$ cat config.mk
export PLATFORM = sky130hd
export DESIGN_NAME = mac_rx_frame_parser
export DESIGN_NICKNAME = d
export VERILOG_FILES = /design/src/mac_rx_pkg.sv /design/src/mac_rx_frame_parser.sv
export SDC_FILE = /design/constraint.sdc
export NUM_CORES = 1
export LEC_CHECK = 0
export BUFFER_PORTS_ARGS = -buffer_cell sky130_fd_sc_hd__buf_2
export CAP_MARGIN = 20
export CORE_UTILIZATION = 55
export CTS_BUF_LIST = sky130_fd_sc_hd__clkbuf_4 sky130_fd_sc_hd__clkbuf_8
export DETAILED_ROUTE_END_ITERATION = 6
export PLACE_DENSITY = 0.92
export SETUP_SLACK_MARGIN = 0.2
export SYNTH_ARGS = -nofsm -noshare
export SYNTH_HDL_FRONTEND = slang
export SYNTH_SLANG_ARGS = --single-unit
$ cat constraint.sdc
create_clock -name rx_clk -period 3.35 [get_ports rx_clk]
set_input_delay 0.335 -clock rx_clk [delete_from_list [all_inputs] [get_ports rx_clk]]
set_output_delay 0.335 -clock rx_clk [all_outputs]
set_load 0.02 [all_outputs]
$ cat src/mac_rx_pkg.sv
`default_nettype none

package mac_rx_pkg;

  // ==========================================================
  // line speed
  // ==========================================================

  // 10M and 100M deliver nibbles, 1000M delivers bytes
  typedef enum logic [1:0] {
    spd_10   = 2'd0,
    spd_100  = 2'd1,
    spd_1000 = 2'd2
  } speed_t;

  // ==========================================================
  // frame parser state
  // ==========================================================

  typedef enum logic [1:0] {
    st_idle     = 2'd0,  // waiting for rx_dv to rise
    st_preamble = 2'd1,  // frame admitted, hunting for sfd
    st_data     = 2'd2,  // storing bytes
    st_commit   = 2'd3   // descriptor write
  } parse_state_t;

  // ==========================================================
  // frame descriptor
  // ==========================================================

  localparam int len_w = 12;  // byte count width, holds up to 4095

  typedef struct packed {
    logic             crc_err;   // residue mismatch
    logic             len_err;   // runt or truncated frame
    logic [len_w-1:0] byte_len;  // bytes stored, fcs included
  } rx_desc_t;

  // ==========================================================
  // protocol constants
  // ==========================================================

  // start-frame delimiter, low nibble 5 goes first on mii
  localparam logic [7:0] sfd_byte = 8'hd5;

  // register value after a good frame plus its fcs, normal bit order
  localparam logic [31:0] crc_residue = 32'hc704dd7b;

  // shortest legal frame, fcs included
  localparam int min_frame = 64;

endpackage

`default_nettype wire

$ cat src/mac_rx_frame_parser.sv
`timescale 1ns/1ps
`default_nettype none

module mac_rx_frame_parser #(
  parameter int MAX_FRAME  = 1518,
  parameter int DATA_DEPTH = 4096,
  parameter int DESC_DEPTH = 8
) (
  input  wire                              rx_clk,
  input  wire                              rstn,
  input  wire                              rx_dv,
  input  wire  [7:0]                       rx_d,        // low nibble only at 10M/100M
  input  wire  mac_rx_pkg::speed_t         speed,       // static over a frame
  input  wire  [$clog2(DATA_DEPTH+1)-1:0]  data_level,  // data fifo fill
  input  wire                              desc_full,
  output logic                             wr_en,       // data fifo and crc byte strobe
  output logic [7:0]                       wr_byte,
  output logic                             crc_init,
  input  wire                              crc_ok,
  output logic                             desc_wr,
  output mac_rx_pkg::rx_desc_t             desc_in
);

  localparam int len_w = mac_rx_pkg::len_w;
  localparam logic [len_w-1:0] max_len = len_w'(MAX_FRAME);
  localparam logic [len_w-1:0] min_len = len_w'(mac_rx_pkg::min_frame);
  localparam int admit_max = DATA_DEPTH - MAX_FRAME;  // highest fill that still fits a frame

  logic [7:0]               d_s0;       // newest sample
  logic [7:0]               d_s1;       // previous sample, low nibble partner
  logic                     dv_s0;
  logic                     dv_s1;
  mac_rx_pkg::parse_state_t state;
  logic                     nib_hi;     // d_s0 holds a high nibble
  logic [len_w-1:0]         byte_cnt;   // bytes stored this frame
  logic                     trunc;      // bytes seen past MAX_FRAME
  logic                     byte_mode;
  logic                     dv_sof;
  logic                     sfd_hit;
  logic                     room;
  logic                     byte_rdy;
  logic                     go_data;

  // ==========================================================
  // input pipeline
  // ==========================================================
  always_ff @(posedge rx_clk or negedge rstn) begin
    if (!rstn) begin
      dv_s0 <= 1'b0;
      dv_s1 <= 1'b0;
    end else begin
      dv_s0 <= rx_dv;
      dv_s1 <= dv_s0;
    end
  end

  always_ff @(posedge rx_clk) begin
    d_s0 <= rx_d;
    d_s1 <= d_s0;
  end

  // ==========================================================
  // frame events
  // ==========================================================
  assign byte_mode = (speed == mac_rx_pkg::spd_1000);
  assign dv_sof    = dv_s0 && !dv_s1;

  // nibble mode sees the sfd as a 5 followed by a d
  always_comb begin
    if (byte_mode) begin
      sfd_hit = dv_s0 && (d_s0 == mac_rx_pkg::sfd_byte);
    end else begin
      sfd_hit = dv_s0 && dv_s1
             && (d_s0[3:0] == mac_rx_pkg::sfd_byte[7:4])
             && (d_s1[3:0] == mac_rx_pkg::sfd_byte[3:0]);
    end
  end

  // admission, a whole max frame must fit plus one descriptor slot
  assign room     = (int'(data_level) <= admit_max) && !desc_full;
  assign byte_rdy = dv_s0 && (byte_mode || nib_hi);
  assign go_data  = ((state == mac_rx_pkg::st_idle) && dv_sof && room && sfd_hit)
                 || ((state == mac_rx_pkg::st_preamble) && sfd_hit);

  // ==========================================================
  // frame state machine
  // ==========================================================
  always_ff @(posedge rx_clk or negedge rstn) begin
    if (!rstn) begin
      state <= mac_rx_pkg::st_idle;
    end else begin
      case (state)
        mac_rx_pkg::st_idle: begin
          if (dv_sof && room) begin  // no room means the frame is skipped
            state <= sfd_hit ? mac_rx_pkg::st_data : mac_rx_pkg::st_preamble;
          end
        end
        mac_rx_pkg::st_preamble: begin
          if (!dv_s0) begin
            state <= mac_rx_pkg::st_idle;  // no sfd, drop silently
          end else if (sfd_hit) begin
            state <= mac_rx_pkg::st_data;
          end
        end
        mac_rx_pkg::st_data: begin
          if (!dv_s0) state <= mac_rx_pkg::st_commit;  // last byte still in flight
        end
        mac_rx_pkg::st_commit: begin
          state <= mac_rx_pkg::st_idle;
        end
        default: state <= mac_rx_pkg::st_idle;
      endcase
    end
  end

  // ==========================================================
  // byte assembly and store
  // ==========================================================
  always_ff @(posedge rx_clk or negedge rstn) begin
    if (!rstn) begin
      wr_en    <= 1'b0;
      crc_init <= 1'b0;
      nib_hi   <= 1'b0;
      byte_cnt <= '0;
      trunc    <= 1'b0;
    end else begin
      wr_en    <= 1'b0;
      crc_init <= go_data;  // one pulse ahead of the first byte
      if (go_data) begin
        nib_hi   <= 1'b0;  // first data nibble is a low one
        byte_cnt <= '0;
        trunc    <= 1'b0;
      end else if ((state == mac_rx_pkg::st_data) && dv_s0) begin
        nib_hi <= !nib_hi;
        if (byte_rdy) begin
          if (byte_cnt == max_len) begin
            trunc <= 1'b1;  // overflow, not stored
          end else begin
            wr_en    <= 1'b1;
            byte_cnt <= byte_cnt + 1'b1;
          end
        end
      end
    end
  end

  always_ff @(posedge rx_clk) begin
    wr_byte <= byte_mode ? d_s0 : {d_s0[3:0], d_s1[3:0]};
  end

  // ==========================================================
  // descriptor, crc has seen the last byte by st_commit
  // ==========================================================
  assign desc_wr = (state == mac_rx_pkg::st_commit);

  always_comb begin
    desc_in.byte_len = byte_cnt;
    desc_in.crc_err  = !crc_ok;
    desc_in.len_err  = trunc || (byte_cnt < min_len);
  end

  // speed may only change between frames
  a_speed_stable: assert property (@(posedge rx_clk) disable iff (!rstn)
    (state != mac_rx_pkg::st_idle) |-> $stable(speed));

  // admission check at frame start must keep the descriptor fifo from overflowing
  a_desc_room: assert property (@(posedge rx_clk) disable iff (!rstn)
    desc_wr |-> !desc_full);

  initial begin
    assert (MAX_FRAME <= DATA_DEPTH && MAX_FRAME < (1 << len_w) && DESC_DEPTH >= 1)
      else $error("mac_rx_frame_parser: bad fifo or frame size configuration");
  end

endmodule

`default_nettype wire

# After elaboration in Yosys (flattened, before gate mapping)
# Cells that the tools add are included.
[word_totals] regBits=40 output_inout_bits=25
[op_classes] n_addsub=1 n_lt_le_gt_ge=2 eq_ne=12 mux=22 n_reduce_logical=27
[ops] cell="$mux W12" count=4
[ops] cell="$le A13 B12 Y1 const B" count=1
[ops] cell="$logic_and A1 B1 Y1" count=13
[ops] cell="$add A12 B1 Y12 const B" count=1
[ops] cell="$eq A12 B11 Y1 const B" count=1
[ops] cell="$lt A12 B7 Y1 const B" count=1
[ops] cell="$mux W1" count=11
[ops] cell="$mux W2" count=5
[ops] cell="$reduce_and A3 Y1" count=3
[ops] cell="$eq A8 B8 Y1 const B" count=1
[ops] cell="$mux W8" count=1
[ops] cell="$pmux W2 S4" count=1
[ops] cell="$eq A2 B2 Y1 const B" count=3
[ops] cell="$reduce_bool A2 Y1" count=3
[ops] cell="$eq A4 B3 Y1 const B" count=1
[ops] cell="$eq A4 B4 Y1 const B" count=1
[ops] cell="$logic_not A1 Y1" count=4
[ops] cell="$ne A2 B2 Y1 const B" count=2
[ops] cell="$logic_or A1 B1 Y1" count=3
[ops] cell="$ne A3 B3 Y1 const B" count=1
[ops] cell="$eq A2 B1 Y1 const B" count=1
[ops] cell="$logic_not A2 Y1" count=1
[ops] cell="$ne A2 B1 Y1 const B" count=1

# Logic depth before layout (Yosys ltp)
[logic_depth] ltp_word=8 depth_mapped=8 mapped_depth_nobuf=7

# Worst setup path before layout
# No wires, ideal clock.
[synth_timing] path_type="register to register" from="register byte_cnt[0]" to="register byte_cnt[10]" arrival_time_ns=1.888 t_required_ns=3.231 slack_ns=1.343 stages_incl_launch_ff=9 path_buffers=1 period_less_slack_ns=2.007 cell_sequence="dfrtp_1 -> inv_1 -> ha_1 -> or4b_1 -> nor4_1 -> buf_2 -> nor4_1 -> xnor2_1 -> nor2_1"
[synth_via] elab_chain_len=5
[synth_rtl] item="start, declared" line_no="mac_rx_frame_parser.sv:35" source="logic [len_w-1:0] byte_cnt;"
[synth_rtl] item="start signal, assigned" line_no="mac_rx_frame_parser.sv:140" source="byte_cnt <= byte_cnt + 1'b1;"
[synth_rtl] item="$add A12 B1 Y12" line_no="mac_rx_frame_parser.sv:140"
[synth_rtl] item="$mux W12" line_no="mac_rx_frame_parser.sv:136" source="if (byte_cnt == max_len) begin"
[synth_rtl] item="$mux W12" line_no="mac_rx_frame_parser.sv:135" source="if (byte_rdy) begin"
[synth_rtl] item="$mux W12" line_no="mac_rx_frame_parser.sv:133" source="end else if ((state == mac_rx_pkg::st_data) && dv_s0) begin"
[synth_rtl] item="$mux W12" line_no="mac_rx_frame_parser.sv:129" source="if (go_data) begin"
# Parallel ways exist; a longest one is shown, timed or not. The select of a mux whose other input is x is not followed.
# A chain may end at the register's enable or synchronous reset.

# Worst setup path after layout
[layout_timing] from="register byte_cnt[0]" to="register byte_cnt[8]"
# Same word-level chain as after synthesis.

==> reports/summary.md <==
The maximum resistive drop on vdd is 0.0004274 V. The placed instances occupy a cell area of 1957 um^2. The detailed router finished its first iteration with 67 violations. The number of antenna violations at the first check in global routing was 0. For the worst-skew pair, the clock arrives at the later sink with an insertion delay of 0.37 ns. Combinational cells account for 7.6% of the total power.

The area of the multi-input gates is 719.4 um^2, and the worst-case register-to-register setup slack is 1.31 ns. When the netlist entered floorplanning its net count stood at 202. Based on the critical path, the design can be clocked at up to 490.5 MHz.

Sort of element at the end of the critical path: a register. The final route contains 1438 vias. The period utilization is 60.86%, and the CTS buffer count is 5. Per report_power, the sequential group accounts for 55.2% of the total.

The count of cell types in the netlist is 44. For this run the aggregate overflow at the end of global routing stands at 0. Traced cell by cell, the critical path runs through inv_1 > ha_1 > or4b_1 > nor4_1 > buf_4 > nor4_1 > xnor2_1 > nor2_1.

After detailed routing, the number of vias per cell comes to 5.510. The endpoint arrival time on the critical path came out at 2.27 ns. Type of the worst setup path: register to register. The clock arrives with 0.008526 ns of skew. The area of all placed cells without fillers is 2062 um^2, and the maximum fanout along the worst path is 11.

The number of synthesized flops with an enable pin came out at 0. Entering global routing, the biggest net connects 21 pins. The run finished, with violations left.

The congestion estimate from routability-driven global placement came to 0.8178. The kind of cell with the highest combined delay along the critical path is simple AND/OR/NAND/NOR gates. In this run the vertical extent of the chip is 57.26 um. The power dissipated by switching net loads was 215.1 uW. The slowest stage of the critical path is the dfrtp_1 cell. Cell internal power was estimated by the tool at 705.0 uW. The floorplan step defined a die boundary enclosing 3278 um^2.

The startpoint class of the critical path is a register. In the final layout, the share of cells above drive strength 1 is 29.13%. Registers take 900.9 um^2. The register area share after synthesis was 53.65%. The synthesized flop and latch total was 40; the synthesized area was 1679 um^2. The most frequently used flop master after synthesis was dfxtp_1.

The tools report the master cell of the clock root buffer as clkbuf_4. The critical path's most frequent cell was nor4_1. The filler cells instantiated in the layout total 215.

The global-route wire length before repair was 5.940 mm; the horizontal die dimension was 57.26 um. The net count of the finished layout is 259. The repair_antennas step left the layout with diodes totalling 0. For the number of nets with antenna violations after routing, the log shows 0. Setup repair after global routing left no endpoint under its margin. Setup violations remaining at the end of the flow were counted as 0. No sink is reached through more buffers than the 2 on the longest clock path. The fraction of the core area covered by cells at the end of the flow was 72.89%; the number of clock sinks was 40.

The HPWL after detailed placement is 2.459 mm. For the number of levels in the clock H-tree, the log shows 2. The library cell used most frequently in the layout, excluding fill and tap cells, is buf_2. The tools report the overall global routing resource usage as 24.06%. After detailed routing, the average wire length per cell comes to 13.47 um.

Row generation in the floorplan step produced 19 rows. The required time of the critical path was 3.58 ns; the power density relative to cell area was 446.2 nW/um^2. The final total negative setup slack is 0 ns. The cell type contributing the most total cell area after synthesis was dfrtp_1.

Worst min-delay path category: input port to register. The DRC violation count after routing was 10; the number of iterations in the first detailed-routing pass was 7. The transition time at the pin with the least slew margin was 0.7812 ns; the final number of max-transition violations was 0. The count of buffers added on input and output ports is 52. Final hold analysis gives a worst-case slack of 0.05512 ns. In the layout the commonest cells are buf_2, nand2_1, dfrtp_1, dfxtp_1, nor2_1. TritonCTS built the clock tree. The floorplan step defined a core boundary enclosing 2829 um^2. The post-synthesis instance total came out at 172. On the worst path, the slowest cell contributes a delay of 0.47 ns.

Fraction of synthesized cell area taken by the top area cell type: 29.81%. The checks that failed: design-rule violations. The post-synthesis to final-layout area growth came out at 22.80%. Number of global-route vias before repair: 1425. The count of maximum capacitance violations came out at 0. The starting density of the core was 59.35%; the async set-reset flop share out of synthesis was 50.00%. The Yosys warning count came out at 0. Headroom to the max-slew limit came out at 47.83%. The number of buffers and inverters on the critical path is 2. The mean instance size in the synthesized netlist was 9.762 um^2; the switching fraction of total power was 23.38%.

Ranked by total cell area, the synthesized netlist is headed by dfrtp_1, dfxtp_1, nand2_1, xnor2_1, nor2_1. After clock tree synthesis, the clock-pin slew on the worst setup and hold paths is 0.12 ns. The final hold violation count was 0.

The total I/O pin count was 53; the relative contribution of the clock network to total power was 37.2%. In this run the static leakage power is 0.9964 nW. The routed wire length came out at 3.516 mm. The clock period could shrink to 2.039 ns.
-- power groups by stage --
| stage | combinational [mW] | sequential, mW | clock (mW) |
|---|---|---|---|
| after floorplan | 0.0229 | 0.527 | 0 |
| after global placement | 0.0668 | 0.517 | 0 |
| after detailed placement | 0.0690 | 0.518 | 0 |
| after CTS | 0.0702 | 0.508 | 0.346 |
| after global routing | 0.0772 | 0.510 | 0.362 |
| final | 0.0696 | 0.508 | 0.343 |
-- through the flow --
step | worst slack (ns) | total power [mW] | std cells
6_report | 1.311 | 0.9201 | 261
5_1_grt | 1.110 | 0.9491 | 261
4_1_cts | 1.253 | 0.9239 | 260
3_5_place_dp | 0.9246 | 0.5867 | 251
3_3_place_gp | 1.000 | 0.5841 | 251
2_1_floorplan | 1.343 | 0.5497 | 172
-- sequential cells by signal, indices dropped and copies added (netlist names) --
name	cells
dv_s1	1
state	2
nib_hi	1
wr_en	1
byte_cnt	12
dv_s0	1
d_s0	8
trunc	1
d_s1	4
crc_init	1
wr_byte	8
-- synthesized netlist by cell type (2+ instances only) --
library cell and count:
nand3b_1 2, nor4b_1 2, nor4_1 4, dfxtp_1 20
buf_2 2, dfrtp_1 20, o21ai_1 2, a21oi_1 4
and3_1 2, xnor2_1 10, nand2b_1 2, nor3b_1 2
nor2_1 17, o21ai_0 7, nand3_1 7, inv_1 8
a211oi_2 2, ha_1 2, nor3_1 3, nand4b_1 2
nand2_1 28, clkbuf_1 2
-- area by class of cell --
cell class	instances	area share, %
sequential	40	43.69
multi-input combinational	119	34.89
timing repair buffer	55	13.71
clock buffer	6	2.488
clock inverter	2	1.881
tap	31	1.881
inverter	8	1.456
-- cell families after synthesis --
family,count (synthesis),synth area share (%)
adders and majority gates,2,1.490
xor gates and xnor gates,10,5.216
AOI/OAI and AO/OA,27,11.48
DFF,40,53.65
and+or+nand+nor,80,24.66
buffers and inverters,13,3.502
-- what timing repair did --
item                                   4_1_cts  5_1_grt
setup buffers                                0        0
resized for setup                            0        0
endpoints found under the hold margin       20        0
hold buffers                                 1        0
-- metal layers --
metal,GRT usage (%),vias to the layer above,wire [um]
li1,-,713,-
met1,26.91,661,1456
met2,41.34,54,1771
met3,5.442,10,203
met4,15.33,0,85
met5,0,-,0
-- path summary, 6_finish.rpt --
| path | cells past startpoint | start | endpoint |
|---|---|---|---|
| setup / recovery | 8 | byte_cnt[0]$_DFFE_PN0P_ | byte_cnt[8]$_DFFE_PN0P_ |
| hold / removal | 1 | rx_d[6] | d_s0[6]$_DFF_P_ |
| setup reg to reg | 8 | byte_cnt[0]$_DFFE_PN0P_ | byte_cnt[8]$_DFFE_PN0P_ |
| hold reg to reg | 0 | d_s0[2]$_DFF_P_ | d_s1[2]$_DFF_P_ |
| max in group asynchronous | 2 | rstn | dv_s1$_DFF_PN0_ |
| min in group asynchronous | 2 | rstn | wr_en$_DFF_PN0_ |
(Power assumes the default switching activity.)
