$ cat config.mk
export PLATFORM = sky130hd
export DESIGN_NAME = mac_rx_crc32
export DESIGN_NICKNAME = d
export VERILOG_FILES = /design/src/mac_rx_pkg.sv /design/src/mac_rx_crc32.sv
export SDC_FILE = /design/constraint.sdc
export NUM_CORES = 1
export LEC_CHECK = 0
export BUFFER_PORTS_ARGS = -buffer_cell sky130_fd_sc_hd__buf_2
export CAP_MARGIN = 5
export CORE_MARGIN = 2
export CORE_UTILIZATION = 30
export CTS_CLUSTER_DIAMETER = 100
export CTS_CLUSTER_SIZE = 28
export DETAILED_ROUTE_END_ITERATION = 12
export PLACE_DENSITY = 0.46
export SYNTH_ARGS = -nofsm -noshare
export SYNTH_HDL_FRONTEND = slang
export SYNTH_SLANG_ARGS = --single-unit
$ cat constraint.sdc
create_clock -name rx_clk -period 2.5 [get_ports rx_clk]
set_input_delay 0.5 -clock rx_clk [delete_from_list [all_inputs] [get_ports rx_clk]]
set_output_delay 0.5 -clock rx_clk [all_outputs]
set_load 0.01 [all_outputs]
$ cat src/mac_rx_pkg.sv
`default_nettype none

package mac_rx_pkg;

  // ==========================================================
  // line speed
  // ==========================================================

  // 10M and 100M deliver nibbles, 1000M delivers bytes
  typedef enum logic [1:0] {
    spd_10   = 2'd0,
    spd_100  = 2'd1,
    spd_1000 = 2'd2
  } speed_t;

  // ==========================================================
  // frame parser state
  // ==========================================================

  typedef enum logic [1:0] {
    st_idle     = 2'd0,  // waiting for rx_dv to rise
    st_preamble = 2'd1,  // frame admitted, hunting for sfd
    st_data     = 2'd2,  // storing bytes
    st_commit   = 2'd3   // descriptor write
  } parse_state_t;

  // ==========================================================
  // frame descriptor
  // ==========================================================

  localparam int len_w = 12;  // byte count width, holds up to 4095

  typedef struct packed {
    logic             crc_err;   // residue mismatch
    logic             len_err;   // runt or truncated frame
    logic [len_w-1:0] byte_len;  // bytes stored, fcs included
  } rx_desc_t;

  // ==========================================================
  // protocol constants
  // ==========================================================

  // start-frame delimiter, low nibble 5 goes first on mii
  localparam logic [7:0] sfd_byte = 8'hd5;

  // register value after a good frame plus its fcs, normal bit order
  localparam logic [31:0] crc_residue = 32'hc704dd7b;

  // shortest legal frame, fcs included
  localparam int min_frame = 64;

endpackage

`default_nettype wire

$ cat src/mac_rx_crc32.sv
`timescale 1ns/1ps
`default_nettype none

module mac_rx_crc32 (
  input  wire       rx_clk,
  input  wire       rstn,
  input  wire       init,     // preset to all ones
  input  wire       byte_en,  // fold byte_in into the register
  input  wire [7:0] byte_in,
  output logic      crc_ok    // register holds the good-frame residue
);

  // 04c11db7 bit reversed, register shifts right lsb first
  localparam logic [31:0] poly_refl = 32'hedb88320;

  logic [31:0] crc_q;
  logic [31:0] crc_next;
  logic [31:0] crc_norm;

  // ==========================================================
  // one byte per step, bit 0 of the byte enters first
  // ==========================================================
  always_comb begin : crc_step
    crc_next = crc_q;
    for (int i = 0; i < 8; i++) begin
      if (crc_next[0] ^ byte_in[i]) begin
        crc_next = (crc_next >> 1) ^ poly_refl;
      end else begin
        crc_next = crc_next >> 1;
      end
    end
  end

  always_ff @(posedge rx_clk or negedge rstn) begin
    if (!rstn) begin
      crc_q <= '1;
    end else if (init) begin
      crc_q <= '1;  // frame start wins over data
    end else if (byte_en) begin
      crc_q <= crc_next;
    end
  end

  // reflected register reads as debb20e3 after a good frame,
  // flip it back to normal order before the compare
  always_comb begin : bit_flip
    for (int i = 0; i < 32; i++) begin
      crc_norm[i] = crc_q[31-i];
    end
  end

  assign crc_ok = (crc_norm == mac_rx_pkg::crc_residue);

endmodule

`default_nettype wire

=== Yosys cells after proc, flatten, opt, wreduce, memory -nomap -nowiden ===
Index checks and enable logic that the tools add are counted.

* Register bits after elaboration: 32
* Input bits: 12
* Output and inout port bits: 1
* Logic and storage cells: 29

* Equal/unequal tests: 1
* Multiplexer cells: 10
* Bitwise operators: 16
* Reductions and logical operators: 1

{| class="wikitable"
|+ Operators by type and width
! cell !! count
|-
| 32-bit 2-to-1 mux || 10
|-
| 13-bit NOT with 14-bit output || 8
|-
| 32-bit equality test, second input constant || 1
|-
| 1-bit bitwise XOR || 8
|-
| 2-bit nonzero test || 1
|}

=== Logic depth before layout (Yosys ltp) ===
Gate-level depths: netlist of the first run.

* Word-level depth: 18
* Depth in mapped cells: 4

=== Worst setup path after synthesis of the first run ===
Ideal clock, no wire load.

* Path kind: register -> output
* From: register crc_q[23]
* To: output crc_ok
* Arrival: 1.587 ns
* Data required time: 2.000 ns
* Path slack: 0.413 ns
* Stages on the path, launching flop included: 4
* Path buffers: 0
* Path through: dfstp_2 -> or4b_2 -> nor4_1 -> and4_1

* Longest elaborated chain between the ends: 1

{| class="wikitable"
|+ Ends and longest elaborated chain
! what !! line !! RTL
|-
| start: declaration || mac_rx_crc32.sv:16 || <nowiki>logic [31:0] crc_q;</nowiki>
|-
| start signal: assignment || mac_rx_crc32.sv:40 || <nowiki>crc_q <= crc_next;</nowiki>
|-
| 32-bit equality test || mac_rx_crc32.sv:52 || <nowiki>assign crc_ok = (crc_norm == mac_rx_pkg::crc_residue);</nowiki>
|-
| end: declaration || mac_rx_crc32.sv:10 || <nowiki>output logic crc_ok</nowiki>
|}

Every way passes these cells.

=== Worst setup path in the final report of the first run ===
Same ends and word-level chain as after synthesis.

==> run metrics, run 1 <==
outcome=complete, no violations; vias in the first global route=around 1500; post-synthesis cell type count=28; overall power=between 0.003 and 0.004 W; final worst slack=82.7 ps; leak pwr=approximately 1.2 nW; first-pass GRT wire length=about 9.0 mm; Mapped Nets=around 200; largest net degree at the start of global routing=44; Worst setup EP type=output pin; PortBufs=12; vias per std cell=roughly 4.6; Critical path origin=crc_q[23]$_DFFE_PN1P_; syn_area_per_cell=~13 um^2; Worst VDD drop=between 0.3 and 0.4 mV; Setup CP Type=reg -> out; final setup violation count=0; RSZ-0062 raised after global routing=no; CP cell instances=or4b_2 > nor4_2 > and4_1 > buf_2; die span in y=~93 um; Syn. warnings=0; post-place instance area=approximately 2600 um^2; crit-path leading delay family=simple AND/OR/NAND/NOR gates; # nets final=between 200 and 250; worst-skew pair later-pin latency=approximately 280 ps; clk_skew=5.24 ps; Initial Util=a little under a third; TritonCTS clock tree=done; sequential area share after synthesis=approximately 36%; max reg flops=32; layout cell share with drive strength beyond 1=around 38%; Max-slew headroom=about half; Hold Path Depth=2; fillers=781; worst hold path class=reg -> reg; Cells after Synth=around 180; htree depth=2; Yosys top cell by area=dfstp_2; most flop-heavy register=crc_q; HPWL Detailed=~4 mm; worst slew pin tran=754 ps; placer congestion estimate=0.711; residual DRC count=0; synth-to-layout area growth=14.5%; Starting DRT DRC Count=44; Levels on crit path=4; FP Rows=32; number of buffers created by CTS=5; antenna cells=0; Place WS=277 ps; Crit Path Max Fanout=3; CP Buf/Inv Count=1; fmax=between 0.4 and 0.5 GHz; wirelength, routed=5.49 mm; Seq cells post-synth=32; GR Overflow Total=0; CP max-delay cell=or4b_2; Clock Tree Buf Depth=2; max_cap viols=0; power per standard cell area=approximately 1300 nW/um^2; Pins Over Slew Limit=0; Worst-path clk slew=70 ps; cell area after synthesis=2370 um^2; die area=approximately 8600 um^2; Initial DRT Pass Iterations=4; total core area=around 7700 um^2; crit path launch type=flop; final worst path period need=between 2000 and 2500 ps; hold wc startpoint=crc_q[30]$_DFFE_PN1P_; setup_tns=0 ps; fin area=~2700 um^2; slowest stage delay, CP=600 ps; Routed Antenna Nets=0; FF-to-FF path depth=4; Avg WL per Cell=between 15 and 20 um; Synth area leaders=dfstp_2 (36%), xnor3_1 (14%), xnor2_1 (7.8%); period utilization=96.7%; Crit path required time=2000 ps; Setup Fix Bufs, Post-CTS=0; Final Hold Fails=0; Worst R2R Start=crc_q[6]$_DFFE_PN1P_; Clock Tree Root=clkbuf_8; biggest regs=crc_q x32; GRT Resource Usage Total=between 10% and 20%; initial antenna violation count=0; CTS Sinks=32; Final Util=between 30% and 40%; CP Data Arrival Time=between 1500 and 2000 ps; detailed-route via count=~1400; Synth top area share=between 30% and 40%; io pins=13; Die W=a little over 90 um
==> cells by family after synthesis <==
family	Yosys count	share of synthesized area (%)
AO/OA/AOI/OAI	41	11.1
XOR/XNOR	64	43.5
buffers and inverters	10	1.59
flip-flops	32	35.5
AND/OR/NAND/NOR	37	8.30
==> worst register-to-register path, cell delays in order (launching register included) <==
cell	delay, ps
dfstp_2	590
xnor2_4	190
xor3_1	570
xor3_1	370
a21oi_1	150
==> report_power, final <==
| group | total (W) | internal [W] | switching, W |
|---|---|---|---|
| Sequential | 0.000977 | 0.000799 | 0.000177 |
| Combinational | 0.00221 | 0.00135 | 0.000858 |
| Clock | 0.000423 | 0.000225 | 0.000198 |
| Total | 0.00361 | 0.00238 | 0.00123 |
==> synth_stat cells, drive strengths merged <==
cell type,n
nor4b,2
a21bo,2
nor4,2
o211ai,10
and4,1
clkbuf,8
xnor2,32
nand4,1
a21oi,14
xor3,6
nand4b,3
xor2,10
xnor3,16
inv,1
dfstp,32
or4b,1
nor2,8
o21ai,9
nand2,11
nor3,5
a211o,6
clkinv,1
nor2b,3
==> worst paths after layout <==
kind	endpoint	slack, ps
worst max-delay path	crc_ok	80
worst max register to register	crc_q[25]$_DFFE_PN1P_	560
worst min-delay path	crc_q[30]$_DFFE_PN1P_	520
min in group asynchronous	crc_q[11]$_DFFE_PN1P_	670
worst min register to register	crc_q[30]$_DFFE_PN1P_	520
max in group asynchronous	crc_q[17]$_DFFE_PN1P_	1780
==> layout make-up <==
type | instances | area [um^2] | share of cell area, %
Sequential cell | 32 | 841 | 31.0
Timing Repair Buffer | 24 | 150 | 5.54
Clock buffer | 8 | 90.1 | 3.32
Inverter | 2 | 7.51 | 0.277
Tap cell | 102 | 128 | 4.71
Multi-Input combinational cell | 142 | 1500 | 55.1
==> metrics by stage <==
step | instances | hold slack (ps)
floorplan | 184 | 352
global placement | 302 | 504
detailed placement | 302 | 506
CTS | 310 | 516
global route | 310 | 537
finish | 310 | 517
==> timing repair <==
| action | CTS | global route |
|---|---|---|
| cloned | 0 | 0 |
| endpoints found under the setup margin | 1 | 1 |
| hold buffers | 0 | 0 |
| pin swaps | 1 | 0 |
| resized for setup | 0 | 1 |
==> per-layer routing <==
layer | wire length, um | part of all wire, % | global-route usage [%] | vias to the layer above
met2 | 2600 | 47 | 22.9 | 15
met3 | 131 | 2.4 | 2.69 | 6
li1 | - | - | - | 701
met4 | 69 | 1.3 | 3.68 | 0
met1 | 2690 | 49 | 19.4 | 709
met5 | 0 | 0 | 0 | -
==> placed cells by master, fill, tap and decap left out, types with 2 or more instances in the layout <==
| cell | n |
|---|---|
| nor2_1 | 8 |
| xor3_1 | 6 |
| o21ai_0 | 8 |
| xnor2_2 | 6 |
| xnor3_1 | 15 |
| xnor2_4 | 5 |
| o211ai_1 | 10 |
| nor3_1 | 5 |
| clkbuf_8 | 6 |
| a211o_1 | 6 |
| nor4b_1 | 2 |
| a21bo_2 | 2 |
| clkbuf_1 | 2 |
| buf_2 | 12 |
| a21oi_1 | 14 |
| nand2_1 | 11 |
| xor2_1 | 9 |
| nor2b_1 | 3 |
| nand4b_1 | 3 |
| buf_4 | 12 |
| dfstp_2 | 32 |
| xnor2_1 | 21 |
Power figures use the tool's default switching activity.
==> run 2: changes to the inputs <==
--- a/config.mk
+++ b/config.mk
@@ -7,6 +7,7 @@
 export LEC_CHECK = 0
 export BUFFER_PORTS_ARGS = -buffer_cell sky130_fd_sc_hd__buf_2
 export CAP_MARGIN = 5
+export CORE_ASPECT_RATIO = 1.4
 export CORE_MARGIN = 2
 export CORE_UTILIZATION = 30
 export CTS_CLUSTER_DIAMETER = 100
==> run metrics, run 2 (synthesis gave the netlist of run 1 again) <==
outcome=complete, no violations; Critical path origin=crc_q[23]$_DFFE_PN1P_; Combinational Power Share=~60%; synth-to-layout area growth=13.9%; Initial DRT Pass Iterations=6; final setup violation count=0; HPWL Detailed=4.11 mm; met2 usage=about a quarter; Final Hold Fails=0; layout cell share with drive strength beyond 1=between 30% and 40%; worst hold path class=reg -> reg; FP Rows=38; htree depth=2; vias per std cell=roughly 4.7; power per standard cell area=1340 nW/um^2; switch share=between 30 and 40%; multi-input logic area=1500 um^2; Final Util=between 30% and 40%; most flop-heavy register=crc_q; placer congestion estimate=slightly below 0.8; max_cap viols=0; worst slew pin tran=a little under 800 ps; commonest non-fill, non-tap cell in the layout=dfstp_2; die span in y=109 um; Routed Antenna Nets=0; Die W=roughly 80 um; residual DRC count=0; Worst setup EP type=output pin; hold wc startpoint=crc_q[17]$_DFFE_PN1P_; Cells after DPL=approximately 300; non-filler cells in the finished layout=slightly above 300; setup_tns=0 ps; PortBufs=12; Clock Tree Root=clkbuf_8; number of buffers created by CTS=5; GR Overflow Total=0; part of the power in registers=between 20% and 30%; fillers=roughly 800; antenna cells=0; Setup Fix Bufs, Post-CTS=0; Worst VDD drop=about 0.35 mV; Psw=0.00125 W; initial antenna violation count=0; # nets final=about 220; period utilization=96.4%; reg2reg end=crc_q[17]$_DFFE_PN1P_; first-pass GRT wire length=between 9 and 10 mm; TritonCTS clock tree=done; Clock Tree Buf Depth=2; global-route met3 utilization=2.32%; Initial Util=30.7%; GRT met1 Usage=between 15 and 20%; Pint=approximately 0.0024 W; clk_skew=about 7.6 ps; largest net degree at the start of global routing=33; Avg WL per Cell=~18 um; Worst R2R Start=crc_q[0]$_DFFE_PN1P_; final worst path period need=approximately 2400 ps; Setup CP Type=reg -> out; worst-skew pair later-pin latency=about 290 ps; vias in the first global route=approximately 1500; most frequent cells in the layout=dfstp_2 (32), xnor2_1 (21), xnor3_1 (15), a21oi_1 (14), buf_2 (12); internal reg-to-reg setup slack=roughly 530 ps; gr busiest metal=met2; wirelength, routed=approximately 5.6 mm; io pins=13; RSZ-0062 raised after global routing=no; biggest regs=crc_q x32; CTS Sinks=32; CP Data Arrival Time=~1900 ps; Worst Hold End=crc_q[17]$_DFFE_PN1P_; fmax=~0.41 GHz; die area=8630 um^2; Starting DRT DRC Count=74; detailed-route via count=1427; Worst-path clk slew=70 ps; Hold Slack=between 500 and 600 ps; Pins Over Slew Limit=0; sequential cell area=around 840 um^2; clock network power share=a little under an eighth; crit path launch type=flop; Crit Path Max Fanout=3; Crit path required time=~2000 ps; max reg flops=32; Max-slew headroom=between 40 and 50%; FF-to-FF path depth=5; leak pwr=between 1 and 1.5 nW; Hold Path Depth=2; Hold-fix buffers, CTS=0; GRT Resource Usage Total=between 10 and 15%; total core area=roughly 7700 um^2
-- run 2: power by group through the flow --
stage / clock [W] / sequential, W / combinational (W)
finish: 0.000430 / 0.000976 / 0.00221
global route: 0.000464 / 0.00101 / 0.00239
CTS: 0.000445 / 0.000978 / 0.00225
detailed placement: 0 / 0.000986 / 0.00223
global placement: 0 / 0.000985 / 0.00225
floorplan: 0 / 0.000927 / 0.00182
-- run 2: worst max-delay path, cell delays in order (launching register included) --
cell and delay [ps]:
dfstp_2 540, or4b_2 590, nor4_2 140, and4_1 220, buf_2 130
-- run 2: per-stage QoR --
step           worst slack [ps]  total power (W)  cell area (um^2)
5_1_grt                    13.0          0.00386              2700
3_5_place_dp                268          0.00322              2600
3_3_place_gp                298          0.00323              2600
2_1_floorplan               413          0.00274              2370
4_1_cts                    41.2          0.00367              2690
6_report                   89.2          0.00362              2700
-- run 2: per-layer routing --
metal	vias to the layer above	wire, um
li1	692	-
met2	14	2980
met3	6	89
met4	0	102
met5	-	0
met1	715	2420
-- run 2: worst max-delay path by stage --
stage | end | slack, ps | cells past startpoint
floorplan | crc_ok | 410 | 3
global placement | crc_ok | 300 | 4
detailed placement | crc_ok | 270 | 4
CTS | crc_ok | 40 | 4
global route | crc_ok | 10 | 4
finish | crc_ok | 90 | 4
-- run 2: cell type report --
class | count | area share, %
tap | 100 | 4.64
clock inverter | 2 | 0.371
clock buffer | 6 | 3.06
multi-input combinational | 142 | 55.5
sequential | 32 | 31.2
inverter | 2 | 0.278
timing repair buffer | 22 | 5.01
-- run 2: what timing repair did --
action	CTS	global route
pin swaps	1	0
endpoints found under the setup margin	1	1
resized for setup	0	1
==> run 3: changes to the inputs <==
--- a/config.mk
+++ b/config.mk
@@ -13,7 +13,7 @@
 export CTS_CLUSTER_DIAMETER = 100
 export CTS_CLUSTER_SIZE = 28
 export DETAILED_ROUTE_END_ITERATION = 12
-export PLACE_DENSITY = 0.46
+export PLACE_DENSITY = 0.5
 export SYNTH_ARGS = -nofsm -noshare
 export SYNTH_HDL_FRONTEND = slang
 export SYNTH_SLANG_ARGS = --single-unit
==> run metrics, run 3 (synthesis gave the netlist of run 1 again) <==
outcome=complete, no violations; Crit Path Max Fanout=3; FF-to-FF path depth=5; vias per std cell=between 4 and 5; biggest regs=crc_q x32; most frequent cells in the layout=dfstp_2 (32), xnor2_1 (21), xnor3_1 (15), a21oi_1 (14), buf_4 (13); Worst VDD drop=0.341 mV; Levels on crit path=4; detailed-route via count=roughly 1400; GRT Resource Usage Total=roughly 14%; HPWL Detailed=~4 mm; period utilization=a little over nine tenths; die span in y=roughly 110 um; crit path launch type=flop; vias in the first global route=1552; placer congestion estimate=between 0.7 and 0.8; Clock Tree Buf Depth=2; initial antenna violation count=0; residual DRC count=0; non-filler cells in the finished layout=around 300; wirelength, routed=between 5 and 6 mm; Avg WL per Cell=roughly 18 um; final setup violation count=0; Routed Antenna Nets=0; worst hold path class=reg -> reg; first-pass GRT wire length=between 8 and 9 mm; Worst setup EP type=output pin; layout cell share with drive strength beyond 1=between 30% and 40%; worst-skew pair later-pin latency=290 ps; Initial Util=between 30% and 40%; Pins Over Slew Limit=0; RSZ-0062 raised after global routing=yes; CP cell instances=or4b_4 > nor4_4 > and4_1 > buf_2; final worst path period need=2440 ps; Die W=79.1 um; commonest non-fill, non-tap cell in the layout=dfstp_2; most flop-heavy register=crc_q; Setup CP Type=reg -> out; total core area=about 7700 um^2; GR Overflow Total=0; crit-path leading delay family=simple AND/OR/NAND/NOR gates; CTS Sinks=32; htree depth=2; antenna cells=0; fmax=0.410 GHz; die area=8630 um^2; max_cap viols=0; max reg flops=32; Hold Path Depth=2; leak pwr=~1.2 nW; clk_skew=between 10 and 15 ps; io pins=13; CP max-delay cell=dfstp_2; Initial DRT Pass Iterations=4; FP Rows=38; PortBufs=12; worst slew pin tran=about 740 ps; synth-to-layout area growth=15.5%; Starting DRT DRC Count=68; TritonCTS clock tree=done; power per standard cell area=1340 nW/um^2; Worst-path clk slew=roughly 70 ps; Crit path required time=about 2000 ps; CP Data Arrival Time=between 1500 and 2000 ps; largest net degree at the start of global routing=35; Cells after DPL=~300; Clock Tree Root=clkbuf_8; Final Hold Fails=0; number of buffers created by CTS=5; slowest stage delay, CP=approximately 540 ps; CP Buf/Inv Count=1; Max-slew headroom=51.0%; Hold Slack=roughly 520 ps; # nets final=between 200 and 250
==> run 3: changes by cell type in the layout (fill, tap and decap cells not counted) <==
| cell | change |
|---|---|
| clkinv_2 | -2 |
| nor4_4 | +1 |
| buf_4 | +3 |
| or4b_2 | -1 |
| clkbuf_8 | +1 |
| nor4_2 | -1 |
| or4b_4 | +1 |
==> run 3: final timing paths <==
kind	start	end	slack, ps
min in group asynchronous	rstn	crc_q[12]$_DFFE_PN1P_	650
max	crc_q[23]$_DFFE_PN1P_	crc_ok	60
min	crc_q[8]$_DFFE_PN1P_	crc_q[8]$_DFFE_PN1P_	520
min reg2reg	crc_q[8]$_DFFE_PN1P_	crc_q[8]$_DFFE_PN1P_	520
max in group asynchronous	rstn	crc_q[26]$_DFFE_PN1P_	1800
max reg2reg	crc_q[0]$_DFFE_PN1P_	crc_q[16]$_DFFE_PN1P_	540
==> run 3: cell type report <==
class / count / area, um^2
fill: 784 / 4970
inverter: 2 / 7.51
timing repair buffer: 25 / 158
clock buffer: 7 / 96.3
tap: 100 / 125
sequential: 32 / 841
multi-input combinational: 142 / 1510
==> run 3: metrics by stage <==
step                area [um^2]  power, W  utilization, %  TNS, ps  setup slack [ps]
finish                     2740   0.00365            35.5        0              60.3
global route               2740   0.00390            35.5    -7.67             -7.67
CTS                        2720   0.00369            35.3        0              20.1
detailed placement         2620   0.00322            34.0        0               249
global placement           2620   0.00324            34.0        0               268
floorplan                  2370   0.00274               -        0               413
==> run 3: worst reg2reg max path, delay by kind of cell, from the launching register on <==
family          cells  cell delay (ps)
compound gates      1              300
xor+xnor            3              820
buf+inv             1              190
flops               1              580
==> run 3: power by group <==
part           leakage [nW]  internal (W)  total [W]  switching (W)
combinational         0.792       0.00136    0.00223       0.000874
sequential            0.337      0.000799   0.000976       0.000177
clock                0.0503      0.000245   0.000444       0.000198
total                  1.18       0.00240    0.00365        0.00125
==> run 3: routing by layer <==
layer  wire, um  track usage [%]  vias up  part of all wire [%]
li1           -                -      696                     -
met1       2260             16.4      694                    42
met2       2900             25.1       21                    53
met3         97             1.74       10                   1.8
met4        183             7.14        0                   3.4
met5          0                0        -                     0
==> run 3: what timing repair did <==
| item | 4_1_cts | 5_1_grt |
|---|---|---|
| gates resized for setup | 0 | 3 |
| hold buffers | 0 | 0 |
| pin swaps | 1 | 1 |
| endpoints found under the setup margin | 1 | 1 |
| setup buffers | 0 | 0 |
