<file path="config.mk">
export PLATFORM = sky130hd
export DESIGN_NAME = mac_rx_sync_fifo
export DESIGN_NICKNAME = d
export VERILOG_FILES = /design/src/mac_rx_sync_fifo.sv
export SDC_FILE = /design/constraint.sdc
export NUM_CORES = 1
export LEC_CHECK = 0
export BUFFER_PORTS_ARGS = -buffer_cell sky130_fd_sc_hd__buf_2
export CORE_MARGIN = 4
export CORE_UTILIZATION = 49
export CTS_BUF_LIST = sky130_fd_sc_hd__clkbuf_4 sky130_fd_sc_hd__clkbuf_8 sky130_fd_sc_hd__clkbuf_16
export CTS_CLUSTER_SIZE = 14
export DETAILED_ROUTE_END_ITERATION = 10
export HOLD_SLACK_MARGIN = 0.08
export PLACE_DENSITY = 0.73
export SYNTH_ARGS = -nofsm -noshare
export SYNTH_HDL_FRONTEND = slang
export SYNTH_SLANG_ARGS = --single-unit
export TNS_END_PERCENT = 50
</file>
<file path="constraint.sdc">
create_clock -name rx_clk -period 8.32 [get_ports rx_clk]
set_input_delay 0.832 -clock rx_clk [delete_from_list [all_inputs] [get_ports rx_clk]]
set_output_delay 0.832 -clock rx_clk [all_outputs]
set_load 0.005 [all_outputs]
</file>
<file path="src/mac_rx_sync_fifo.sv">
`timescale 1ns/1ps
`default_nettype none

module mac_rx_sync_fifo #(
  parameter int WIDTH = 8,
  parameter int DEPTH = 16
) (
  input  wire                             rx_clk,
  input  wire                             rstn,
  input  wire                             wr_en,
  input  wire  [WIDTH-1:0]                wr_data,
  input  wire                             rd_ready,
  output logic                            rd_valid,
  output logic [WIDTH-1:0]                rd_data,
  output logic [$clog2(DEPTH+1)-1:0]      level,
  output logic                            full
);

  localparam int aw = (DEPTH > 1) ? $clog2(DEPTH) : 1;  // pointer width
  localparam int lw = $clog2(DEPTH + 1);                // occupancy width

  logic [WIDTH-1:0] mem [DEPTH];
  logic [aw-1:0]    wr_ptr;
  logic [aw-1:0]    rd_ptr;
  logic [lw-1:0]    count;
  logic             do_wr;
  logic             do_rd;

  // pointer advance, wraps for any depth
  function automatic logic [aw-1:0] ptr_inc(input logic [aw-1:0] ptr);
    return (ptr == aw'(DEPTH - 1)) ? '0 : ptr + 1'b1;
  endfunction

  assign do_wr    = wr_en && !full;       // writer is expected to respect full
  assign do_rd    = rd_ready && rd_valid;
  assign rd_valid = (count != '0);        // fall-through, head word already on rd_data
  assign full     = (count == lw'(DEPTH));
  assign level    = count;
  assign rd_data  = mem[rd_ptr];

  // ==========================================================
  // storage
  // ==========================================================
  always_ff @(posedge rx_clk) begin
    if (do_wr) begin
      mem[wr_ptr] <= wr_data;
    end
  end

  // ==========================================================
  // pointers and occupancy
  // ==========================================================
  always_ff @(posedge rx_clk or negedge rstn) begin
    if (!rstn) begin
      wr_ptr <= '0;
      rd_ptr <= '0;
      count  <= '0;
    end else begin
      if (do_wr) wr_ptr <= ptr_inc(wr_ptr);
      if (do_rd) rd_ptr <= ptr_inc(rd_ptr);
      case ({do_wr, do_rd})
        2'b10:   count <= count + 1'b1;
        2'b01:   count <= count - 1'b1;
        default: count <= count;  // both or neither
      endcase
    end
  end

  // upstream admission must keep writes away from a full fifo
  a_no_overflow: assert property (@(posedge rx_clk) disable iff (!rstn)
    wr_en |-> !full);

endmodule

`default_nettype wire

</file>
-- Yosys cells after proc, flatten, opt, wreduce, memory -nomap -nowiden
Memories as Yosys holds them, arrays and structs flattened.
Index checks and enable logic that the tools add are counted.
- add/subtract/negate cells: 4
- equality and inequality tests: 5
- multiplexer cells: 5
- reduce and logical (&&, ||, !) cells: 5
- operator list (cell ; number):
    one-hot mux 5 bit (2 select lines) ; 1
    adder 4 x 1 -> 4 bit (second input constant) ; 2
    equality test 4 bit (second input constant) ; 2
    2-to-1 mux 4 bit ; 2
    adder 5 x 1 -> 5 bit (second input constant) ; 1
    equality test 5 bit (second input constant) ; 1
    nonzero test 5 bit ; 1
    subtractor 5 x 1 -> 5 bit (second input constant) ; 1
    equality test 2 x 1 -> 1 bit (second input constant) ; 1
    equality test 2 bit (second input constant) ; 1
    logical AND 1 bit ; 2
    2-to-1 mux 1 bit ; 2
    nonzero test 2 bit ; 1
    zero test 1 bit ; 1
- flip-flop bits (word level): 13
- memory bits (writable): 128
- input bits: 12
- output and inout port bits: 15
- word-level logic and storage cells: 23
- memories: 1
- memory list (name ; words ; width ; read ports ; clocked after memory_dff ; wr ports ; RTL line ; text):
    mem ; 16 ; 8 ; 1 ; 0 ; 1 ; 22 ; logic [WIDTH-1:0] mem [DEPTH];

-- Depth between registers and ports, before layout
Gate-level depths: netlist (run 1).
- word-level depth: 5
- gate-level depth with buffers: 13
- gate-level depth less buffers: 12

-- Least setup slack after synthesis (run 1)
OpenSTA, ideal clock, no wires.
- kind: input -> register
- start: in rd_ready
- end: reg count[4], in the netlist level[4]
- setup time: 0.124 ns
- arrival time: 2.657 ns
- data required time: 8.196 ns
- slack: 5.538 ns
- stages: 9
- path buffers: 0
- cell sequence: a21boi_1 -> ha_1 -> inv_1 -> fa_1 -> nor2b_1 -> o21ai_0 -> nand3_1 -> or3b_1 -> xnor2_1
- word-level cells in the longest chain between the ends: 3
- elaborated cells on any way between the ends: 5
- classes of those cells: 2 x eq/ne; 1 x mux; 2 x reduce/logical
- RTL lines (item ; RTL line ; text):
    start: declaration ; 12 ; input wire rd_ready,
    logical AND 1 bit * ; 35 ; assign do_rd = rd_ready && rd_valid;
    equality test 2 x 1 -> 1 bit / equality test 2 bit (equally long branches) ; 61 ; case ({do_wr, do_rd})
    one-hot mux 5 bit (2 select lines) / nonzero test 2 bit (equally long branches) ; -- ;
    end signal: assignment ; 62 ; 2'b10: count <= count + 1'b1;
    end signal: assignment ; 63 ; 2'b01: count <= count - 1'b1;
    end signal: assignment ; 64 ; default: count <= count;
    end: declaration ; 25 ; logic [lw-1:0] count;
Every way passes the cells marked *; elsewhere a longest branch is shown, timed or not.
A chain may end at the register's enable or synchronous reset.

-- Worst setup path in the final report (run 1)
- start: reg rd_ptr[0]
- end: out rd_data[3]
- word-level cells in the longest chain between the ends: 1
- RTL lines (item ; RTL line ; text):
    start: declaration ; 24 ; logic [aw-1:0] rd_ptr;
    start signal: assignment ; 60 ; if (do_rd) rd_ptr <= ptr_inc(rd_ptr);
    memory (16 x 8 bit) ; -- ;
    end: declaration ; 14 ; output logic [WIDTH-1:0] rd_data,
No other way between the ends.

==> impl_metrics.toml, run 1 <==
[finish]
finalNetCount = 379
utilization = 0.5719
n_fill_cell = 886
drive_above_1_share = 0.3035
synthToLayoutAreaGrowth_pct = 12.27
n_antenna_cell = 0

[yosys]
postSynthAreaPerCell_um2 = 18.26
seq_area_frac_synth = 0.7047
ys_types = 39
synthXorXnorAreaFrac = 0.008883
synth_fa_ha_area_frac = 0.02242
synthSimpleGateAreaFrac = 0.04251
synthMuxAreaShare = 0.1320
synth_nets = 346
synth_top_family_by_area = "multiplexers"
synth_cells = 324
yosysWarnings = 0
synthArstFlopShare = 0.09220
synth_compound_area_frac = 0.05711
syn_area_mm2 = 0.005916
synth_edf_count = 128
ys.flop_type = "edfxtp_1"
ys_seq_elements = 141

[clocking]
cts_setup_buffers = 0
cts.sinks = 141
path_clk_slew_ns = 0.05
cts_root_buffer = "clkbuf_16"
cts_tree = "done"
cts_resized = 0
holdBufCountCts = 0
cts_made_buffers = 17
cts_htree_levels = 4
cts_max_path_buffers = 2
clkLatencyLatePin_ns = 0.41

[die]
die_h_um = 117.9
ioPinCount = 27
core_mm2 = 0.01161
start_util = 0.5094
dieArea_mm2 = 0.01389
std_cell_rows = 39
die_w_um = 117.9

[global_route]
grt_pass1_wl_um = 17570
antenna_found_initial = 0
grt-ovfl-total = 0
grt_max_degree = 45
grt_use_total = 0.1730
grt_pass1_vias = 2962

[sta]
min_period_ns = 3.617
rsz0062_at_grt = "false"
layout_setup_ws_ns = 4.703
worst_pin_slew_ns = 1.129
finalSetupViolations = 0
finalSetupTns_ns = 0
finalClockSkew_ns = 0.005994
slew_headroom = 0.2474
timing.final.hold_violations = 0
slew_viol_final = 0
max_freq_mhz = 276.5
post-route-period-util = 0.4347

[job]
cap_violations = 0

[pwr]
p_sw_mw = 0.7111
p_comb_frac = 0.273
clkPwrFrac = 0.282
power_density_mw_per_mm2 = 346.0
swShare = 0.3095
pwr-share-seq = 0.445
p_leak_nw = 2.297
p_int_mw = 1.587
p_total_mw = 2.298
vdd_drop_max_v = 0.0001425

[setup_path]
critPathMaxFanout = 31
path_cells = "nand2_2 -> o221ai_2 -> o21ai_1 -> a221o_1 -> buf_2"
cp.required_ns = 7.49
end_kind = "output pin"
cp_data_arrival_time_ns = 2.79
slowest_delay_ns = 1.02
worst-path-buf-inv = 1
worstSetupStartpointType = "flip-flop"
path_class = "flip-flop to output pin"
critPathTopFamily = "flip-flops"
slowest_stage = "dfrtp_2"

[outcome]
outcome = "finished, final reports clean"

[place]
port_buffers = 26
dp_slack_ns = 5.048
place.gp.congestion = 0.7837
dp_hpwl_um = 7015

[routing]
post_drt_wl_per_cell_um = 21.75
drtAntennaViolNets = 0
wirelength_um = 11140
firstDrtPassIters = 4
drc = 0
vias = 2921
avgViaCountPerCell = 5.705
drt_iter0_drc = 272

[min_path]
hp-class = "input port to asynchronous set/reset pin"
-- worst reg2reg max path: cells and delay by family (launching register included) --
kind                     cells  cell delay [ns]
flip-flops                   1             0.43
XOR/XNOR                     1             0.13
adder cells (fa/ha/maj)      2             0.65
AND/OR/NAND/NOR              6             1.33
AO/OA/AOI/OAI                1             0.10
buffers and inverters        2             0.22
-- metal layers --
metal | vias to the layer above | GRT usage | wire, µm
li1 | 1345 | - | -
met1 | 1483 | 0.2401 | 4866
met2 | 81 | 0.2699 | 5578
met3 | 12 | 0.04133 | 572
met4 | 0 | 0.06154 | 121
met5 | - | 0 | 0
-- stage by stage --
step | hold slack, ns | cell area, µm² | cells
after floorplan | 0.5050 | 5916 | 324
after global placement | 0.5171 | 6130 | 481
after detailed placement | 0.5230 | 6130 | 481
after CTS | 0.3006 | 6641 | 512
after global routing | 0.3264 | 6641 | 512
final | 0.3122 | 6641 | 512
-- synth_stat cells, types with 2 or more instances --
| library cell | count | area [µm²] |
|---|---|---|
| dfrtp_1 | 13 | 325.3 |
| inv_1 | 16 | 60.06 |
| nor2_1 | 13 | 48.80 |
| nand2b_1 | 3 | 18.77 |
| o21ai_1 | 9 | 45.04 |
| ha_1 | 9 | 112.6 |
| a21o_1 | 2 | 15.01 |
| o21ai_0 | 8 | 40.04 |
| nand2_1 | 14 | 52.55 |
| xnor2_1 | 4 | 35.03 |
| nand3_1 | 3 | 15.01 |
| mux4_2 | 24 | 540.5 |
| buf_6 | 5 | 56.30 |
| o221ai_2 | 8 | 120.1 |
| mux2_2 | 7 | 78.83 |
| buf_2 | 4 | 20.02 |
| mux2_4 | 10 | 150.1 |
| a21oi_1 | 3 | 15.01 |
| buf_4 | 2 | 15.01 |
| edfxtp_1 | 128 | 3844 |
| nor2b_1 | 9 | 56.30 |
| clkbuf_1 | 2 | 7.510 |
| xor2_1 | 2 | 17.52 |
| nor3_1 | 4 | 20.02 |
| a221o_1 | 8 | 80.08 |
-- power by group through the flow --
| stage | clock (mW) | sequential (mW) | combinational [mW] |
|---|---|---|---|
| final | 0.648 | 1.02 | 0.627 |
| after global routing | 0.696 | 1.05 | 0.683 |
| after CTS | 0.661 | 1.03 | 0.633 |
| after detailed placement | 0 | 1.04 | 0.628 |
| after global placement | 0 | 1.04 | 0.615 |
| after floorplan | 0 | 0.915 | 0.571 |
-- cell families (layout without fill, tap and decap cells) --
group                    count (synthesis)  count (layout)
flip-flops                             141             141
AND/OR/NAND/NOR                         51              51
multiplexers                            42              42
AO/OA/AOI/OAI                           41              41
buffers and inverters                   33              78
adder cells (fa/ha/maj)                 10              10
XOR/XNOR                                 6               6
-- sequential cells by signal, summed over array words and instances, names as in the netlist --
signal  cells
level       5
mem       128
rd_ptr      4
wr_ptr      4
-- placed cells by master (no fill, tap or decap), types with 10 or more instances in the layout --
cell type and n:
edfxtp_1 128, buf_2 26, mux4_2 24, clkbuf_16 17, inv_1 16, nand2_1 14
nor2_1 13, dfrtp_1 11, mux2_4 10
-- final timing paths --
| check | startpoint | to | slack, ns | depth (start not counted) |
|---|---|---|---|---|
| setup / recovery | rd_ptr[0] | rd_data[3] | 4.70 | 5 |
| hold / removal | rstn | level[2] | 0.31 | 1 |
| setup reg to reg | level[1] | level[4] | 5.34 | 12 |
| hold reg to reg | level[4] | level[4] | 0.53 | 1 |
| max in group asynchronous | rstn | rd_ptr[0] | 7.74 | 1 |
| min in group rx_clk | level[4] | level[4] | 0.53 | 1 |
-- layout make-up --
cell class / instances / area, µm² / share of cell area
inverters: 17 / 63.81 / 0.009608
flip-flops and latches: 141 / 4172 / 0.6281
clock inverters: 9 / 48.80 / 0.007347
multi-input cells: 150 / 1555 / 0.2342
clock buffers: 22 / 462.9 / 0.06971
well taps: 143 / 178.9 / 0.02694
repair buffers: 30 / 160.2 / 0.02411
Power figures use the tool's default switching activity.
==> run 2: changes to the inputs <==
--- a/config.mk
+++ b/config.mk
@@ -12,7 +12,7 @@
 export CTS_CLUSTER_SIZE = 14
 export DETAILED_ROUTE_END_ITERATION = 10
 export HOLD_SLACK_MARGIN = 0.08
-export PLACE_DENSITY = 0.73
+export PLACE_DENSITY = 0.75
 export SYNTH_ARGS = -nofsm -noshare
 export SYNTH_HDL_FRONTEND = slang
 export SYNTH_SLANG_ARGS = --single-unit
==> constraint.sdc (replaced) <==
create_clock -name rx_clk -period 3 [get_ports rx_clk]
set_input_delay 0.3 -clock rx_clk [delete_from_list [all_inputs] [get_ports rx_clk]]
set_output_delay 0.3 -clock rx_clk [all_outputs]
set_load 0.005 [all_outputs]
==> impl_metrics.toml, run 2 (synthesis gave the netlist of run 1 again) <==
[finish]
drive_above_1_share = 0.3236
final_cell_mix = "128 x edfxtp_1, 26 x buf_2, 24 x mux4_2"
synthToLayoutAreaGrowth_pct = 15.02
final_common_cell = "edfxtp_1"
n_fill_cell = 861
largest_register_ffs = 128
stdcell_count = 520
top_register = "mem"
finalNetCount = 388
n_antenna_cell = 0

[clocking]
cts_max_path_buffers = 2
cts.sinks = 141
cts_root_buffer = "clkbuf_16"
clkLatencyLatePin_ns = 0.41
path_clk_slew_ns = 0.06
cts_tree = "done"
cts_made_buffers = 17
cts_setup_buffers = 0
cts_htree_levels = 4

[sta]
min_period_ns = 2.864
slew_headroom = 0.4601
timing.final.hold_violations = 0
max_freq_mhz = 349.2
rsz0062_at_grt = "false"
finalClockSkew_ns = 0.006125
post-route-period-util = 0.9545
finalSetupViolations = 0
slew_viol_final = 0
worst_pin_slew_ns = 0.8069
finalSetupTns_ns = 0

[global_route]
met2_usage = 0.2928
grt_pass1_wl_um = 18440
grtUsageMet3 = 0.04133
grt_use_total = 0.1799
grt-busiest-layer = "met2"
use_met1 = 0.2427
grt-ovfl-total = 0
grt_pass1_vias = 3164
grt_max_degree = 25
antenna_found_initial = 0

[outcome]
outcome = "finished, final reports clean"

[routing]
drtAntennaViolNets = 0
drc = 0
wirelength_um = 11510
vias = 2949
post_drt_wl_per_cell_um = 22.14
drt_iter0_drc = 336
firstDrtPassIters = 4
avgViaCountPerCell = 5.671

[die]
std_cell_rows = 39
core_mm2 = 0.01161
ioPinCount = 27
die_w_um = 117.9
die_h_um = 117.9
start_util = 0.5094
dieArea_mm2 = 0.01389

[setup_path]
cp.required_ns = 2.70
end_kind = "output pin"
worstSetupStartpointType = "flip-flop"
reg2regPathDepth = 12
path_class = "flip-flop to output pin"
r2r_setup_slack_ns = 0.26
r2r-end = "level[4]"
cp_data_arrival_time_ns = 2.56
critPathMaxFanout = 15
reg2reg_from = "level[2]"

[place]
dp_hpwl_um = 7572
port_buffers = 26
place.gp.congestion = 0.8118
place_inst = 489

[min_path]
hp-start = "wr_data[5]"
hold_path_depth = 1
holdPathEnd = "mem[14][5]"
hp-class = "input port to flip-flop"

[pwr]
vdd_drop_max_v = 0.0004112
p_leak_nw = 2.373
p_total_mw = 6.764
power_density_mw_per_mm2 = 994.1

[job]
cap_violations = 0
run 2: cell count changes in the layout (fill, tap and decap cells not counted), sizes merged:
| cell | before | now |
|---|---|---|
| buf | 30 | 38 |
| bufinv | 0 | 3 |
| clkbuf | 22 | 21 |
| clkinv | 6 | 4 |
| clkinvlp | 3 | 2 |
| dlygate4sd3 | 0 | 1 |
run 2: critical path, cell delays in order, from the launching register on:
cell and delay [ns]:
dfrtp_2 0.69, buf_4 0.31, mux4_2 0.53, nor2b_1 0.15, a221o_1 0.31, buf_2 0.15
run 2: cell type report:
type	count	area [µm²]	share of cell area
Clock inverter	9	121.4	0.01784
Timing Repair Buffer	39	242.7	0.03567
Clock buffer	21	455.4	0.06694
Tap cell	143	178.9	0.02630
Inverter	17	63.81	0.009378
Sequential cell	141	4173	0.6133
Multi-Input combinational cell	150	1569	0.2306
run 2: metal layers:
layer / share of wire / wire, µm / vias up
met5: 0 / 0 / -
li1: - / - / 1357
met4: 0.0063 / 72 / 0
met1: 0.42 / 4790 / 1487
met3: 0.063 / 722 / 6
met2: 0.51 / 5928 / 99
run 2: worst max-delay path by stage:
stage               slack (ns)         end       from
finish                    0.14  rd_data[6]  rd_ptr[0]
global placement          0.25    level[4]   level[1]
global route             0.009  rd_data[0]  rd_ptr[0]
CTS                       0.07    level[4]   level[1]
floorplan                 0.24    level[4]   level[1]
detailed placement        0.07    level[4]   level[1]
run 2: stage by stage:
stage	area [µm²]	setup WS [ns]	hold WS (ns)	utilization
after global placement	6202	0.2522	0.2051	0.5340
after floorplan	5916	0.2442	0.004409	-
after global routing	6804	0.009371	0.2983	0.5859
after detailed placement	6202	0.07409	0.2140	0.5340
final	6804	0.1364	0.2918	0.5859
after CTS	6789	0.06697	0.2872	0.5846
run 2: what timing repair did:
action | 4_1_cts | 5_1_grt
hold buffers | 1 | 0
hold endpoints to repair | 13 | 0
setup endpoints to repair | 0 | 1
resized for setup | 0 | 4
run 2: power by group:
part	internal (mW)	total (mW)	switching [mW]	leakage [nW]
combinational	1.00	2.03	1.03	0.784
clock	1.32	2.04	0.714	0.279
sequential	2.40	2.70	0.297	1.31
==> run 3: changes to the inputs <==
--- a/config.mk
+++ b/config.mk
@@ -8,7 +8,7 @@
 export BUFFER_PORTS_ARGS = -buffer_cell sky130_fd_sc_hd__buf_2
 export CORE_MARGIN = 4
 export CORE_UTILIZATION = 49
-export CTS_BUF_LIST = sky130_fd_sc_hd__clkbuf_4 sky130_fd_sc_hd__clkbuf_8 sky130_fd_sc_hd__clkbuf_16
+export CTS_BUF_LIST = sky130_fd_sc_hd__clkbuf_16
 export CTS_CLUSTER_SIZE = 14
 export DETAILED_ROUTE_END_ITERATION = 10
 export HOLD_SLACK_MARGIN = 0.08
==> impl_metrics.toml, run 3 (synthesis gave the netlist of run 1 again) <==
[finish]
final_common_cell = "edfxtp_1"
finalNetCount = 388
synthToLayoutAreaGrowth_pct = 14.76
n_antenna_cell = 0
stdcell_count = 520
top_register = "mem"
largest_register_ffs = 128
final_cell_mix = "128 x edfxtp_1, 26 x buf_2, 24 x mux4_2"
drive_above_1_share = 0.3130

[pwr]
p_sw_mw = 2.037
swShare = 0.3035
pwr-share-seq = 0.402
clkPwrFrac = 0.296
p_leak_nw = 2.375
vdd_drop_max_v = 0.0004103
p_int_mw = 4.676
p_comb_frac = 0.302
p_total_mw = 6.713
power_density_mw_per_mm2 = 988.8

[clocking]
cts_tree = "done"
clkLatencyLatePin_ns = 0.41
cts.sinks = 141
cts_root_buffer = "clkbuf_16"
path_clk_slew_ns = 0.06
cts_max_path_buffers = 2
cts_htree_levels = 4
cts_made_buffers = 17

[setup_path]
critPathTopFamily = "flip-flops"
reg2regPathDepth = 12
path_cells = "buf_4 -> mux4_2 -> nor2b_1 -> a221o_1 -> buf_2"
cp.required_ns = 2.70
reg2reg_from = "level[2]"
r2r_setup_slack_ns = 0.26
cp_data_arrival_time_ns = 2.56
slowest_stage = "dfrtp_2"
worstSetupStartpointType = "flip-flop"
critPathMaxFanout = 15
r2r-end = "level[4]"
end_kind = "output pin"
worst-path-buf-inv = 2
path_class = "flip-flop to output pin"
slowest_delay_ns = 0.68

[global_route]
grt_use_total = 0.1799
antenna_found_initial = 0
grt-ovfl-total = 0
grt_pass1_wl_um = 18440
grt_pass1_vias = 3164
grt_max_degree = 25

[die]
ioPinCount = 27
start_util = 0.5094
core_mm2 = 0.01161
die_h_um = 117.9
std_cell_rows = 39
dieArea_mm2 = 0.01389
die_w_um = 117.9

[sta]
max_freq_mhz = 349.3
hold_slack_ns = 0.2955
worst_pin_slew_ns = 0.8204
timing.final.hold_violations = 0
finalClockSkew_ns = 0.006655
finalSetupViolations = 0
slew_headroom = 0.4511
rsz0062_at_grt = "false"
min_period_ns = 2.863
post-route-period-util = 0.9542
slew_viol_final = 0
finalSetupTns_ns = 0

[routing]
drc = 0
wirelength_um = 11510
wl_met1_um = 4847
drt_iter0_drc = 339
vias = 2972
post_drt_wl_per_cell_um = 22.14
drtAntennaViolNets = 0
routed-wl-met3_um = 708
top_layer_used = "met4"
avgViaCountPerCell = 5.715
wl_met2_um = 5857
firstDrtPassIters = 4

[job]
cap_violations = 0

[min_path]
hp-class = "input port to flip-flop"
hp-start = "wr_data[5]"
hold_path_depth = 1
holdPathEnd = "mem[14][5]"

[place]
place.gp.congestion = 0.8118
dp_hpwl_um = 7572
port_buffers = 26
place_inst = 489

[outcome]
outcome = "finished, final reports clean"
==> run 3: cell types whose count changed in the layout (fill, tap and decap cells not counted), sizes merged <==
cell / before / now
clkbuf: 21 / 17
inv: 17 / 21
==> run 3: worst max-delay path by stage <==
stage / startpoint / to / slack, ns / cells after the start
2_1_floorplan: level[1] / level[4] / 0.24 / 13
3_3_place_gp: level[1] / level[4] / 0.25 / 12
3_5_place_dp: level[1] / level[4] / 0.07 / 12
4_1_cts: level[1] / level[4] / 0.07 / 12
5_1_grt: rd_ptr[0] / rd_data[0] / 0.009 / 5
6_report: rd_ptr[0] / rd_data[6] / 0.14 / 5
==> run 3: final cells by class <==
cell class | instances | area (µm²)
Sequential cell | 141 | 4173
Clock buffer | 17 | 425.4
Clock inverter | 13 | 136.4
Inverter | 17 | 63.81
Timing Repair Buffer | 39 | 242.7
Fill cell | 867 | 4825
Tap cell | 143 | 178.9
Multi-Input combinational cell | 150 | 1569
==> run 3: power groups by stage <==
stage,logic [mW],clock network (mW),registers (mW)
after global placement,1.99,0,2.71
final,2.03,1.98,2.70
after CTS,2.04,2.02,2.70
after global routing,2.22,2.12,2.73
after floorplan,1.58,0,2.54
after detailed placement,2.02,0,2.73
==> run 3: what timing repair did <==
item,4_1_cts,5_1_grt
setup endpoints to repair,0,1
hold endpoints to repair,13,0
hold buffers,1,0
gates resized for setup,0,4
buffers inserted,0,0
==> run 3: worst register-to-register path, stage by stage (launching register included) <==
cell and delay [ns]:
dfrtp_1 0.43, nor4_4 0.35, nand2_1 0.11, and2_1 0.19, inv_2 0.08, ha_2 0.21
inv_1 0.09, fa_2 0.36, nor2b_1 0.11, o21ai_0 0.11, nand3_1 0.10, or3b_1 0.36
xnor2_1 0.13
==> run 3: per-layer routing <==
layer / vias to the layer above / GRT usage
li1: 1359 / -
met1: 1509 / 0.2427
met2: 97 / 0.2928
met3: 7 / 0.04133
met4: 0 / 0.05714
met5: - / 0
==> run 3: through the flow <==
step	setup slack, ns	utilization	area, µm²
detailed placement	0.07409	0.5340	6202
global route	0.009371	0.5846	6789
floorplan	0.2442	-	5916
finish	0.1373	0.5846	6789
CTS	0.06697	0.5833	6774
global placement	0.2522	0.5340	6202
